[config.mk]
export PLATFORM = sky130hd
export DESIGN_NAME = rv_exec_core
export DESIGN_NICKNAME = d
export VERILOG_FILES = /design/src/source/rv_pkg.sv /design/src/source/rv_register_file.sv /design/src/source/rv_decode_stage.sv /design/src/source/rv_datapath_controller.sv /design/src/source/rv_execute_stage.sv /design/src/source/rv_exec_core.sv
export VERILOG_INCLUDE_DIRS = /design/src /design/src/source
export SDC_FILE = /design/constraint.sdc
export NUM_CORES = 2
export LEC_CHECK = 0
export BUFFER_PORTS_ARGS = -buffer_cell sky130_fd_sc_hd__clkbuf_2
export CAP_MARGIN = 5
export CORE_MARGIN = 5
export CORE_UTILIZATION = 40
export CTS_BUF_LIST = sky130_fd_sc_hd__clkbuf_4
export CTS_CLUSTER_DIAMETER = 200
export CTS_CLUSTER_SIZE = 10
export DETAILED_ROUTE_END_ITERATION = 10
export PLACE_DENSITY_LB_ADDON = 0.15
export REMOVE_ABC_BUFFERS = 1
export SLEW_MARGIN = 20
export SYNTH_ARGS = -nofsm -noshare
export SYNTH_HDL_FRONTEND = slang
export SYNTH_SLANG_ARGS = --single-unit
export TNS_END_PERCENT = 1
[constraint.sdc]
create_clock -name i_clock -period 10.28 [get_ports i_clock]
set_input_delay 1.542 -clock i_clock [delete_from_list [all_inputs] [get_ports i_clock]]
set_output_delay 1.542 -clock i_clock [all_outputs]
set_load 0.005 [all_outputs]
[src/source/rv_settings.svh]
`ifndef RV_SETTINGS_SVH
`define RV_SETTINGS_SVH

// Data and address width of the RV32I core
`define RV_XLEN 32

// Architectural registers, x0 included
`define RV_REG_COUNT 32

// Next PC shown before the first instruction retires
`define RV_RESET_PC 32'h0000_0000

`endif

[src/source/rv_pkg.sv]
`include "rv_settings.svh"

package rv_pkg;

    typedef enum logic [6:0] {
        OPC_LUI    = 7'b0110111,
        OPC_AUIPC  = 7'b0010111,
        OPC_JAL    = 7'b1101111,
        OPC_JALR   = 7'b1100111,
        OPC_BRANCH = 7'b1100011,
        OPC_LOAD   = 7'b0000011,
        OPC_STORE  = 7'b0100011,
        OPC_OP_IMM = 7'b0010011,
        OPC_OP     = 7'b0110011,
        OPC_SYSTEM = 7'b1110011
    } opcode_e;

    // Encoded as {funct7[5], funct3}
    typedef enum logic [3:0] {
        ALU_ADD  = 4'b0000,
        ALU_SLL  = 4'b0001,
        ALU_SLT  = 4'b0010,
        ALU_SLTU = 4'b0011,
        ALU_XOR  = 4'b0100,
        ALU_SRL  = 4'b0101,
        ALU_OR   = 4'b0110,
        ALU_AND  = 4'b0111,
        ALU_SUB  = 4'b1000,
        ALU_SRA  = 4'b1101
    } alu_op_e;

    typedef enum logic [1:0] {A_REG, A_PC, A_ZERO} a_sel_e;

    typedef enum logic [1:0] {B_REG, B_IMM, B_FOUR} b_sel_e;

    typedef enum logic [1:0] {
        PC_PLUS4    = 2'b00,  // PC + 4
        PC_OFFSET   = 2'b01,  // PC + immediate
        PC_INDIRECT = 2'b11   // rs1 + immediate with bit 0 cleared
    } pc_sel_e;

    typedef struct packed {
        alu_op_e alu_op;
        a_sel_e  a_sel;
        b_sel_e  b_sel;
        pc_sel_e pc_sel;
        logic    reg_we;
    } ctrl_t;

    typedef struct packed {
        logic                valid;
        logic [`RV_XLEN-1:0] pc;
        logic [`RV_XLEN-1:0] inst;
        logic [`RV_XLEN-1:0] rs1_data;
        logic [`RV_XLEN-1:0] rs2_data;
        logic [`RV_XLEN-1:0] imm;
    } dec_t;

    typedef struct packed {
        logic                valid;
        logic                we;
        logic [4:0]          rd;
        logic [`RV_XLEN-1:0] data;
        logic [`RV_XLEN-1:0] pc_next;
    } wb_t;

endpackage

[src/source/rv_register_file.sv]
`timescale 1ns/100ps
`include "rv_settings.svh"

module rv_register_file (
    input  logic                i_clock,
    input  logic                i_rst,
    input  logic [4:0]          i_rd_addr_a,  // rs1 address
    input  logic [4:0]          i_rd_addr_b,  // rs2 address
    input  rv_pkg::wb_t         i_wr,         // Writeback entry
    output logic [`RV_XLEN-1:0] o_rd_data_a,
    output logic [`RV_XLEN-1:0] o_rd_data_b
);
    import rv_pkg::*;

    logic [`RV_XLEN-1:0] regs [1:`RV_REG_COUNT-1];  // x0 has no storage
    logic                wr_en;

    assign wr_en = i_wr.valid && i_wr.we && (i_wr.rd != 5'd0);

    always_ff @(posedge i_clock)
    begin
        if (i_rst)
        begin
            for (int i = 1; i < `RV_REG_COUNT; i++)
                regs[i] <= '0;
        end
        else if (wr_en)
            regs[i_wr.rd] <= i_wr.data;
    end

    // Write-through covers a producer two slots ahead
    assign o_rd_data_a = (i_rd_addr_a == 5'd0) ? '0 :
                         (wr_en && i_wr.rd == i_rd_addr_a) ? i_wr.data : regs[i_rd_addr_a];
    assign o_rd_data_b = (i_rd_addr_b == 5'd0) ? '0 :
                         (wr_en && i_wr.rd == i_rd_addr_b) ? i_wr.data : regs[i_rd_addr_b];

endmodule

[src/source/rv_decode_stage.sv]
`timescale 1ns/100ps
`include "rv_settings.svh"

module rv_decode_stage (
    input  logic                i_clock,
    input  logic                i_rst,
    input  logic                i_inst_valid,  // One-cycle instruction strobe
    input  logic [`RV_XLEN-1:0] i_inst,
    input  logic [`RV_XLEN-1:0] i_pc,
    output logic [4:0]          o_rs1_addr,
    output logic [4:0]          o_rs2_addr,
    input  logic [`RV_XLEN-1:0] i_rs1_data,
    input  logic [`RV_XLEN-1:0] i_rs2_data,
    output rv_pkg::dec_t        o_dec          // To execute stage
);
    import rv_pkg::*;

    opcode_e             opcode;
    logic [`RV_XLEN-1:0] imm;

    assign opcode     = opcode_e'(i_inst[6:0]);
    assign o_rs1_addr = i_inst[19:15];
    assign o_rs2_addr = i_inst[24:20];

    always_comb
    begin
        case (opcode)
            OPC_JALR, OPC_LOAD, OPC_OP_IMM, OPC_SYSTEM:  // I format
                imm = {{20{i_inst[31]}}, i_inst[31:20]};
            OPC_STORE:                                   // S format
                imm = {{20{i_inst[31]}}, i_inst[31:25], i_inst[11:7]};
            OPC_BRANCH:                                  // B format
                imm = {{19{i_inst[31]}}, i_inst[31], i_inst[7],
                       i_inst[30:25], i_inst[11:8], 1'b0};
            OPC_LUI, OPC_AUIPC:                          // U format
                imm = {i_inst[31:12], 12'b0};
            OPC_JAL:                                     // J format
                imm = {{11{i_inst[31]}}, i_inst[31], i_inst[19:12],
                       i_inst[20], i_inst[30:21], 1'b0};
            default:
                imm = '0;
        endcase
    end

    always_ff @(posedge i_clock)
    begin
        o_dec.pc       <= i_pc;
        o_dec.inst     <= i_inst;
        o_dec.rs1_data <= i_rs1_data;
        o_dec.rs2_data <= i_rs2_data;
        o_dec.imm      <= imm;
        if (i_rst)
            o_dec.valid <= 1'b0;
        else
            o_dec.valid <= i_inst_valid;
    end

endmodule

[src/source/rv_datapath_controller.sv]
`timescale 1ns/100ps

module rv_datapath_controller (
    input  logic [31:0]   i_inst,
    input  logic          i_is_equal,          // A == B
    input  logic          i_is_less_signed,    // A < B, signed
    input  logic          i_is_less_unsigned,  // A < B, unsigned
    output rv_pkg::ctrl_t o_ctrl
);
    import rv_pkg::*;

    opcode_e    opcode;
    logic [2:0] funct3;
    logic [6:0] funct7;

    assign opcode = opcode_e'(i_inst[6:0]);
    assign funct3 = i_inst[14:12];
    assign funct7 = i_inst[31:25];

    always_comb
    begin
        o_ctrl = '{alu_op: ALU_ADD, a_sel: A_REG, b_sel: B_REG,
                   pc_sel: PC_PLUS4, reg_we: 1'b0};

        case (opcode)
            OPC_LUI:
            begin
                o_ctrl.a_sel  = A_ZERO;
                o_ctrl.b_sel  = B_IMM;
                o_ctrl.reg_we = 1'b1;
            end

            OPC_AUIPC:
            begin
                o_ctrl.a_sel  = A_PC;
                o_ctrl.b_sel  = B_IMM;
                o_ctrl.reg_we = 1'b1;
            end

            OPC_JAL:
            begin
                o_ctrl.a_sel  = A_PC;    // Link value is PC + 4
                o_ctrl.b_sel  = B_FOUR;
                o_ctrl.reg_we = 1'b1;
                o_ctrl.pc_sel = PC_OFFSET;
            end

            OPC_JALR:
                if (funct3 == 3'b000)
                begin
                    o_ctrl.a_sel  = A_PC;
                    o_ctrl.b_sel  = B_FOUR;
                    o_ctrl.reg_we = 1'b1;
                    o_ctrl.pc_sel = PC_INDIRECT;
                end

            OPC_BRANCH:
                case (funct3)
                    3'b000: if (i_is_equal)          o_ctrl.pc_sel = PC_OFFSET;  // BEQ
                    3'b001: if (!i_is_equal)         o_ctrl.pc_sel = PC_OFFSET;  // BNE
                    3'b100: if (i_is_less_signed)    o_ctrl.pc_sel = PC_OFFSET;  // BLT
                    3'b101: if (!i_is_less_signed)   o_ctrl.pc_sel = PC_OFFSET;  // BGE
                    3'b110: if (i_is_less_unsigned)  o_ctrl.pc_sel = PC_OFFSET;  // BLTU
                    3'b111: if (!i_is_less_unsigned) o_ctrl.pc_sel = PC_OFFSET;  // BGEU
                    default: o_ctrl.pc_sel = PC_PLUS4;
                endcase

            OPC_OP_IMM:
            begin
                // Shifts need a legal funct7 while the rest take funct3 alone
                if (funct3 == 3'b001 && funct7 == 7'b0000000)
                begin
                    o_ctrl.b_sel  = B_IMM;
                    o_ctrl.reg_we = 1'b1;
                    o_ctrl.alu_op = ALU_SLL;
                end
                else if (funct3 == 3'b101 && (funct7 == 7'b0000000 || funct7 == 7'b0100000))
                begin
                    o_ctrl.b_sel  = B_IMM;
                    o_ctrl.reg_we = 1'b1;
                    o_ctrl.alu_op = alu_op_e'({i_inst[30], funct3});
                end
                else if (funct3 != 3'b001 && funct3 != 3'b101)
                begin
                    o_ctrl.b_sel  = B_IMM;
                    o_ctrl.reg_we = 1'b1;
                    o_ctrl.alu_op = alu_op_e'({1'b0, funct3});
                end
            end

            OPC_OP:
                case ({funct7, funct3})
                    10'b0000000_000, 10'b0100000_000,  // ADD, SUB
                    10'b0000000_001, 10'b0000000_010,  // SLL, SLT
                    10'b0000000_011, 10'b0000000_100,  // SLTU, XOR
                    10'b0000000_101, 10'b0100000_101,  // SRL, SRA
                    10'b0000000_110, 10'b0000000_111:  // OR, AND
                    begin
                        o_ctrl.reg_we = 1'b1;
                        o_ctrl.alu_op = alu_op_e'({i_inst[30], funct3});
                    end
                    default: o_ctrl.reg_we = 1'b0;  // M extension not present
                endcase

            default: o_ctrl.reg_we = 1'b0;  // Loads, stores and CSR ops retire as no-ops
        endcase
    end

endmodule

[src/source/rv_execute_stage.sv]
`timescale 1ns/100ps
`include "rv_settings.svh"

module rv_execute_stage (
    input  logic         i_clock,
    input  logic         i_rst,
    input  rv_pkg::dec_t i_dec,  // From decode stage
    output rv_pkg::wb_t  o_wb    // Writeback entry and top-level result
);
    import rv_pkg::*;

    ctrl_t               ctrl;
    logic [4:0]          rs1_addr;
    logic [4:0]          rs2_addr;
    logic                wb_hit;
    logic [`RV_XLEN-1:0] rs1;
    logic [`RV_XLEN-1:0] rs2;
    logic [`RV_XLEN-1:0] op_a;
    logic [`RV_XLEN-1:0] op_b;
    logic [`RV_XLEN-1:0] alu_y;
    logic [`RV_XLEN-1:0] pc_base;
    logic [`RV_XLEN-1:0] pc_ofs;
    logic [`RV_XLEN-1:0] pc_sum;
    logic [`RV_XLEN-1:0] pc_next;

    assign rs1_addr = i_dec.inst[19:15];
    assign rs2_addr = i_dec.inst[24:20];

    // Previous instruction's result has not reached the register file yet
    assign wb_hit = o_wb.valid && o_wb.we && (o_wb.rd != 5'd0);
    assign rs1    = (wb_hit && o_wb.rd == rs1_addr) ? o_wb.data : i_dec.rs1_data;
    assign rs2    = (wb_hit && o_wb.rd == rs2_addr) ? o_wb.data : i_dec.rs2_data;

    rv_datapath_controller i_controller (
        .i_inst             (i_dec.inst),
        .i_is_equal         (rs1 == rs2),
        .i_is_less_signed   ($signed(rs1) < $signed(rs2)),
        .i_is_less_unsigned (rs1 < rs2),
        .o_ctrl             (ctrl)
    );

    assign op_a = (ctrl.a_sel == A_PC) ? i_dec.pc : (ctrl.a_sel == A_ZERO) ? '0 : rs1;
    assign op_b = (ctrl.b_sel == B_IMM) ? i_dec.imm :
                  (ctrl.b_sel == B_FOUR) ? `RV_XLEN'd4 : rs2;

    always_comb
    begin
        case (ctrl.alu_op)
            ALU_SUB:  alu_y = op_a - op_b;
            ALU_SLL:  alu_y = op_a << op_b[4:0];
            ALU_SLT:  alu_y = {{(`RV_XLEN-1){1'b0}}, $signed(op_a) < $signed(op_b)};
            ALU_SLTU: alu_y = {{(`RV_XLEN-1){1'b0}}, op_a < op_b};
            ALU_XOR:  alu_y = op_a ^ op_b;
            ALU_SRL:  alu_y = op_a >> op_b[4:0];
            ALU_SRA:  alu_y = $unsigned($signed(op_a) >>> op_b[4:0]);
            ALU_OR:   alu_y = op_a | op_b;
            ALU_AND:  alu_y = op_a & op_b;
            default:  alu_y = op_a + op_b;
        endcase
    end

    // One adder serves all three next-PC choices
    assign pc_base = (ctrl.pc_sel == PC_INDIRECT) ? rs1 : i_dec.pc;
    assign pc_ofs  = (ctrl.pc_sel == PC_PLUS4) ? `RV_XLEN'd4 : i_dec.imm;
    assign pc_sum  = pc_base + pc_ofs;
    assign pc_next = (ctrl.pc_sel == PC_INDIRECT) ? {pc_sum[`RV_XLEN-1:1], 1'b0} : pc_sum;

    always_ff @(posedge i_clock)
    begin
        if (i_rst)
        begin
            o_wb.valid   <= 1'b0;
            o_wb.we      <= 1'b0;
            o_wb.pc_next <= `RV_RESET_PC;
        end
        else
        begin
            o_wb.valid <= i_dec.valid;
            o_wb.we    <= i_dec.valid && ctrl.reg_we;
            if (i_dec.valid)
            begin
                o_wb.rd      <= i_dec.inst[11:7];
                o_wb.data    <= alu_y;
                o_wb.pc_next <= pc_next;  // Held until the next instruction retires
            end
        end
    end

endmodule

[src/source/rv_exec_core.sv]
`timescale 1ns/100ps
`include "rv_settings.svh"

module rv_exec_core (
    input  logic                i_clock,
    input  logic                i_rst,
    input  logic                i_inst_valid,  // One strobe per instruction
    input  logic [`RV_XLEN-1:0] i_inst,
    input  logic [`RV_XLEN-1:0] i_pc,
    output logic                o_wb_valid,    // Two cycles after the strobe
    output logic                o_wb_we,
    output logic [4:0]          o_wb_rd,
    output logic [`RV_XLEN-1:0] o_wb_data,
    output logic [`RV_XLEN-1:0] o_pc_next
);
    import rv_pkg::*;

    dec_t                dec;
    wb_t                 wb;
    logic [4:0]          rs1_addr;
    logic [4:0]          rs2_addr;
    logic [`RV_XLEN-1:0] rs1_data;
    logic [`RV_XLEN-1:0] rs2_data;

    rv_decode_stage i_decode (
        .i_clock      (i_clock),
        .i_rst        (i_rst),
        .i_inst_valid (i_inst_valid),
        .i_inst       (i_inst),
        .i_pc         (i_pc),
        .o_rs1_addr   (rs1_addr),
        .o_rs2_addr   (rs2_addr),
        .i_rs1_data   (rs1_data),
        .i_rs2_data   (rs2_data),
        .o_dec        (dec)
    );

    rv_register_file i_regs (
        .i_clock     (i_clock),
        .i_rst       (i_rst),
        .i_rd_addr_a (rs1_addr),
        .i_rd_addr_b (rs2_addr),
        .i_wr        (wb),
        .o_rd_data_a (rs1_data),
        .o_rd_data_b (rs2_data)
    );

    rv_execute_stage i_execute (
        .i_clock (i_clock),
        .i_rst   (i_rst),
        .i_dec   (dec),
        .o_wb    (wb)
    );

    assign o_wb_valid = wb.valid;
    assign o_wb_we    = wb.we;
    assign o_wb_rd    = wb.rd;
    assign o_wb_data  = wb.data;
    assign o_pc_next  = wb.pc_next;

endmodule

==> impl_metrics.tcl <==
set metrics [dict create \
    setup_tns_ns 0 \
    crit_path_top_delay_cell "or3_1" \
    grtUsageTotal_pct 31.9 \
    slew_violations 0 \
    clock_path_buffers 3 \
    drtPass1Iterations 6 \
    hpwlAfterDp_microns 204000 \
    cts_sinks 1256 \
    crit_type "reg2reg" \
    yosysUniqueCellTypes 105 \
    yosys-top-cells-count "edfxtp_1, and2_1, mux4_2, clkbuf_1, nor2_1" \
    netlist_top_cells_area "edfxtp_1, mux4_2, and2_1" \
    rows 158 \
    fmax_mhz 105 \
    power_density_mw_per_mm2 145 \
    critPathCaptureType "flop" \
    setup_viol 0 \
    final_util_pct 42.9 \
    crit_end "i_execute.o_wb[30]$_SDFFE_PP0P_" \
    crit_path_start "i_execute.o_wb[67]$_DFFE_PP_" \
    p_leak_uw 0.0293 \
    worst_path_most_repeated_cell "o21ai_0" \
    fin_skew_ns 0.115 \
    placedCellCount 8085 \
    worstPathArrival_ns 10.66 \
    slew_headroom_pct 16.5 \
    async_reset_ff_share_pct 0 \
    syn_to_final_growth_pct 7.14 \
    r2r-end "i_execute.o_wb[30]$_SDFFE_PP0P_" \
    io_pins 138 \
    final_cells 8303 \
    syn_area_sq_mm 0.0741 \
    hold_ws_ns 0.331 \
    drc_errors 0 \
    synth-edff-count 1061 \
    post_drt_wl_per_cell_microns 37.6 \
    syn_inst 5780 \
    dieArea_sq_mm 0.194 \
    drt_iter0_markers 7498 \
    ctsHoldBuffers 0 \
    fillers 17000 \
    root_buffer "clkbuf_4" \
    max_stage_delay_ns 0.78 \
    fin_crit_sh_pct 92.4 \
    dieHeight_microns 440 \
    place_congestion 1.01 \
    ant_nets 0 \
    rsz0062_at_grt "false" \
    hold_violations 0 \
    post-cts-setup-buffers 0 \
    tritoncts "built" \
    synth.most_common_cell "edfxtp_1" \
    grt_max_degree 93 \
    antenna_found_initial 34 \
    drt-total-wl_microns 312000 \
    fp.dieW_microns 440 \
    hp-class "in2reg" \
    final_nets 5980 \
    post_cts_resized 0 \
    vias 52800 \
    first_global_vias 51800 \
    maxCapViolCount 0 \
    syn-mean-instance-area_sq_um 12.8 \
    ys_ff_latch 1256 \
    port_buffers 137 \
    via_per_inst 6.36 \
    synthFlopType "edfxtp_1" \
    status "finished, final reports clean" \
    yosysTopAreaCell "edfxtp_1" \
    reg2reg_from "i_execute.o_wb[67]$_DFFE_PP_" \
    peakVddDrop_uv 107 \
    grt_pass1_wl_microns 429000 \
    dpl_cell_area_sq_mm 0.0778 \
    synth_warnings 0 \
    finalCriticalPeriod_ns 9.50 \
    clock_latency_ns 1.33 \
    fin_area_sq_mm 0.0794 \
    clk_pin_slew_worst_paths_ns 0.16 \
    cts_inserted_buffers 143 \
    seqCellArea_sq_mm 0.0358 \
    multi_input_area_sq_mm 0.0362 \
    drive_gt1_share_pct 23.0 \
    htree_levels 4 \
    worst_slew_pin_slew_ns 1.24 \
    rrSetupSlack_ns 0.78 \
    core_area_sq_mm 0.185 \
    grt_remaining_overflow 0 \
    start_kind "flop" \
    yosysSeqAreaShare_pct 48.3 \
    synth_top_area_share_pct 43.0 \
    start_util_pct 40.1 \
    reg2reg_depth 29 \
    critical_path.max_fanout 32 \
    required_ns 11.44 \
]
==> state kept, by name, summed over array words and instances (netlist names) <==
signal	flops
i_decode.o_dec	161
i_regs.regs	1024
i_execute.o_wb	71
==> how the worst min path moves through the flow <==
stage | start | endpoint | slack (ns) | cells after the start
after detailed placement | i_decode.o_dec[103]$_DFF_P_ | i_execute.o_wb[64]$_DFFE_PP_ | 0.40 | 0
after global placement | i_decode.o_dec[103]$_DFF_P_ | i_execute.o_wb[64]$_DFFE_PP_ | 0.41 | 0
after global routing | i_pc[15] | i_decode.o_dec[143]$_DFF_P_ | 0.21 | 1
after floorplan | i_decode.o_dec[103]$_DFF_P_ | i_execute.o_wb[64]$_DFFE_PP_ | 0.39 | 0
final | i_pc[1] | i_decode.o_dec[129]$_DFF_P_ | 0.33 | 1
after CTS | i_pc[1] | i_decode.o_dec[129]$_DFF_P_ | 0.22 | 1
==> cell families after synthesis <==
| logic type | synth area share, % |
|---|---|
| flops | 48.3 |
| compound gates | 7.94 |
| other cells | 0.00506 |
| buf+inv | 3.49 |
| simple gates | 14.2 |
| fa+ha+maj | 2.78 |
| xor+xnor | 0.792 |
| mux | 22.5 |
==> final cells by class <==
class | instances | share of cell area [%]
flip-flops and latches | 1256 | 45.1
well taps | 2480 | 3.91
diodes | 27 | 0.0851
clock inverters | 11 | 0.172
inverters | 115 | 0.550
clock buffers | 180 | 1.70
repair buffers | 335 | 2.96
multi-input cells | 3899 | 45.6
==> report_power, final <==
part,internal [uW],switching (uW),total [uW]
sequential,5740,147,5880
clock,877,1790,2660
combinational,985,1950,2930
==> placed cells by master, fill, tap and decap left out, types with 20 or more instances in the layout <==
master / Yosys / layout
a211oi_1: 96 / 96
a21o_1: 55 / 55
a21oi_1: 176 / 176
a221oi_1: 20 / 20
a31oi_1: 20 / 20
and2_1: 978 / 977
and3_1: 20 / 20
buf_4: 6 / 193
clkbuf_2: 0 / 127
clkbuf_4: 0 / 180
conb_1: 1 / 32
dfxtp_1: 195 / 194
diode_2: 0 / 27
edfxtp_1: 1061 / 1061
ha_1: 160 / 160
inv_1: 105 / 104
mux2i_1: 203 / 203
mux4_2: 640 / 640
nand2_1: 229 / 228
nand2b_1: 26 / 26
nand3_1: 86 / 85
nand4_1: 24 / 24
nor2_1: 291 / 254
nor2_4: 0 / 33
nor2b_1: 30 / 29
nor3_1: 114 / 113
o211ai_1: 52 / 52
o21ai_0: 187 / 182
o21ai_1: 26 / 30
or2_2: 40 / 38
xnor2_1: 40 / 40
xor2_1: 27 / 27
==> critical path: cells and delay by family, from the launching register on <==
kind            cells  cell delay (ns)
compound gates     14             4.06
simple gates        7             2.58
fa+ha+maj           3             1.04
flops               1             0.61
buf+inv             2             0.42
xor+xnor            2             0.34
mux                 1             0.33
==> layer usage <==
metal,share of wire (%),GRT usage [%],up-vias
met5,0.020,0,-
met4,5.8,15.0,10
met3,9.2,6.79,635
met2,47,51.1,2935
met1,38,41.5,27300
li1,-,-,21900
==> through the flow <==
stage,power [uW],worst slack [ns]
2_1_floorplan,7510,2.17
3_3_place_gp,8860,1.00
3_5_place_dp,8860,0.892
4_1_cts,11500,0.823
5_1_grt,11900,0.115
6_report,11500,0.780
No activity file was read; power rests on OpenSTA's default activity.
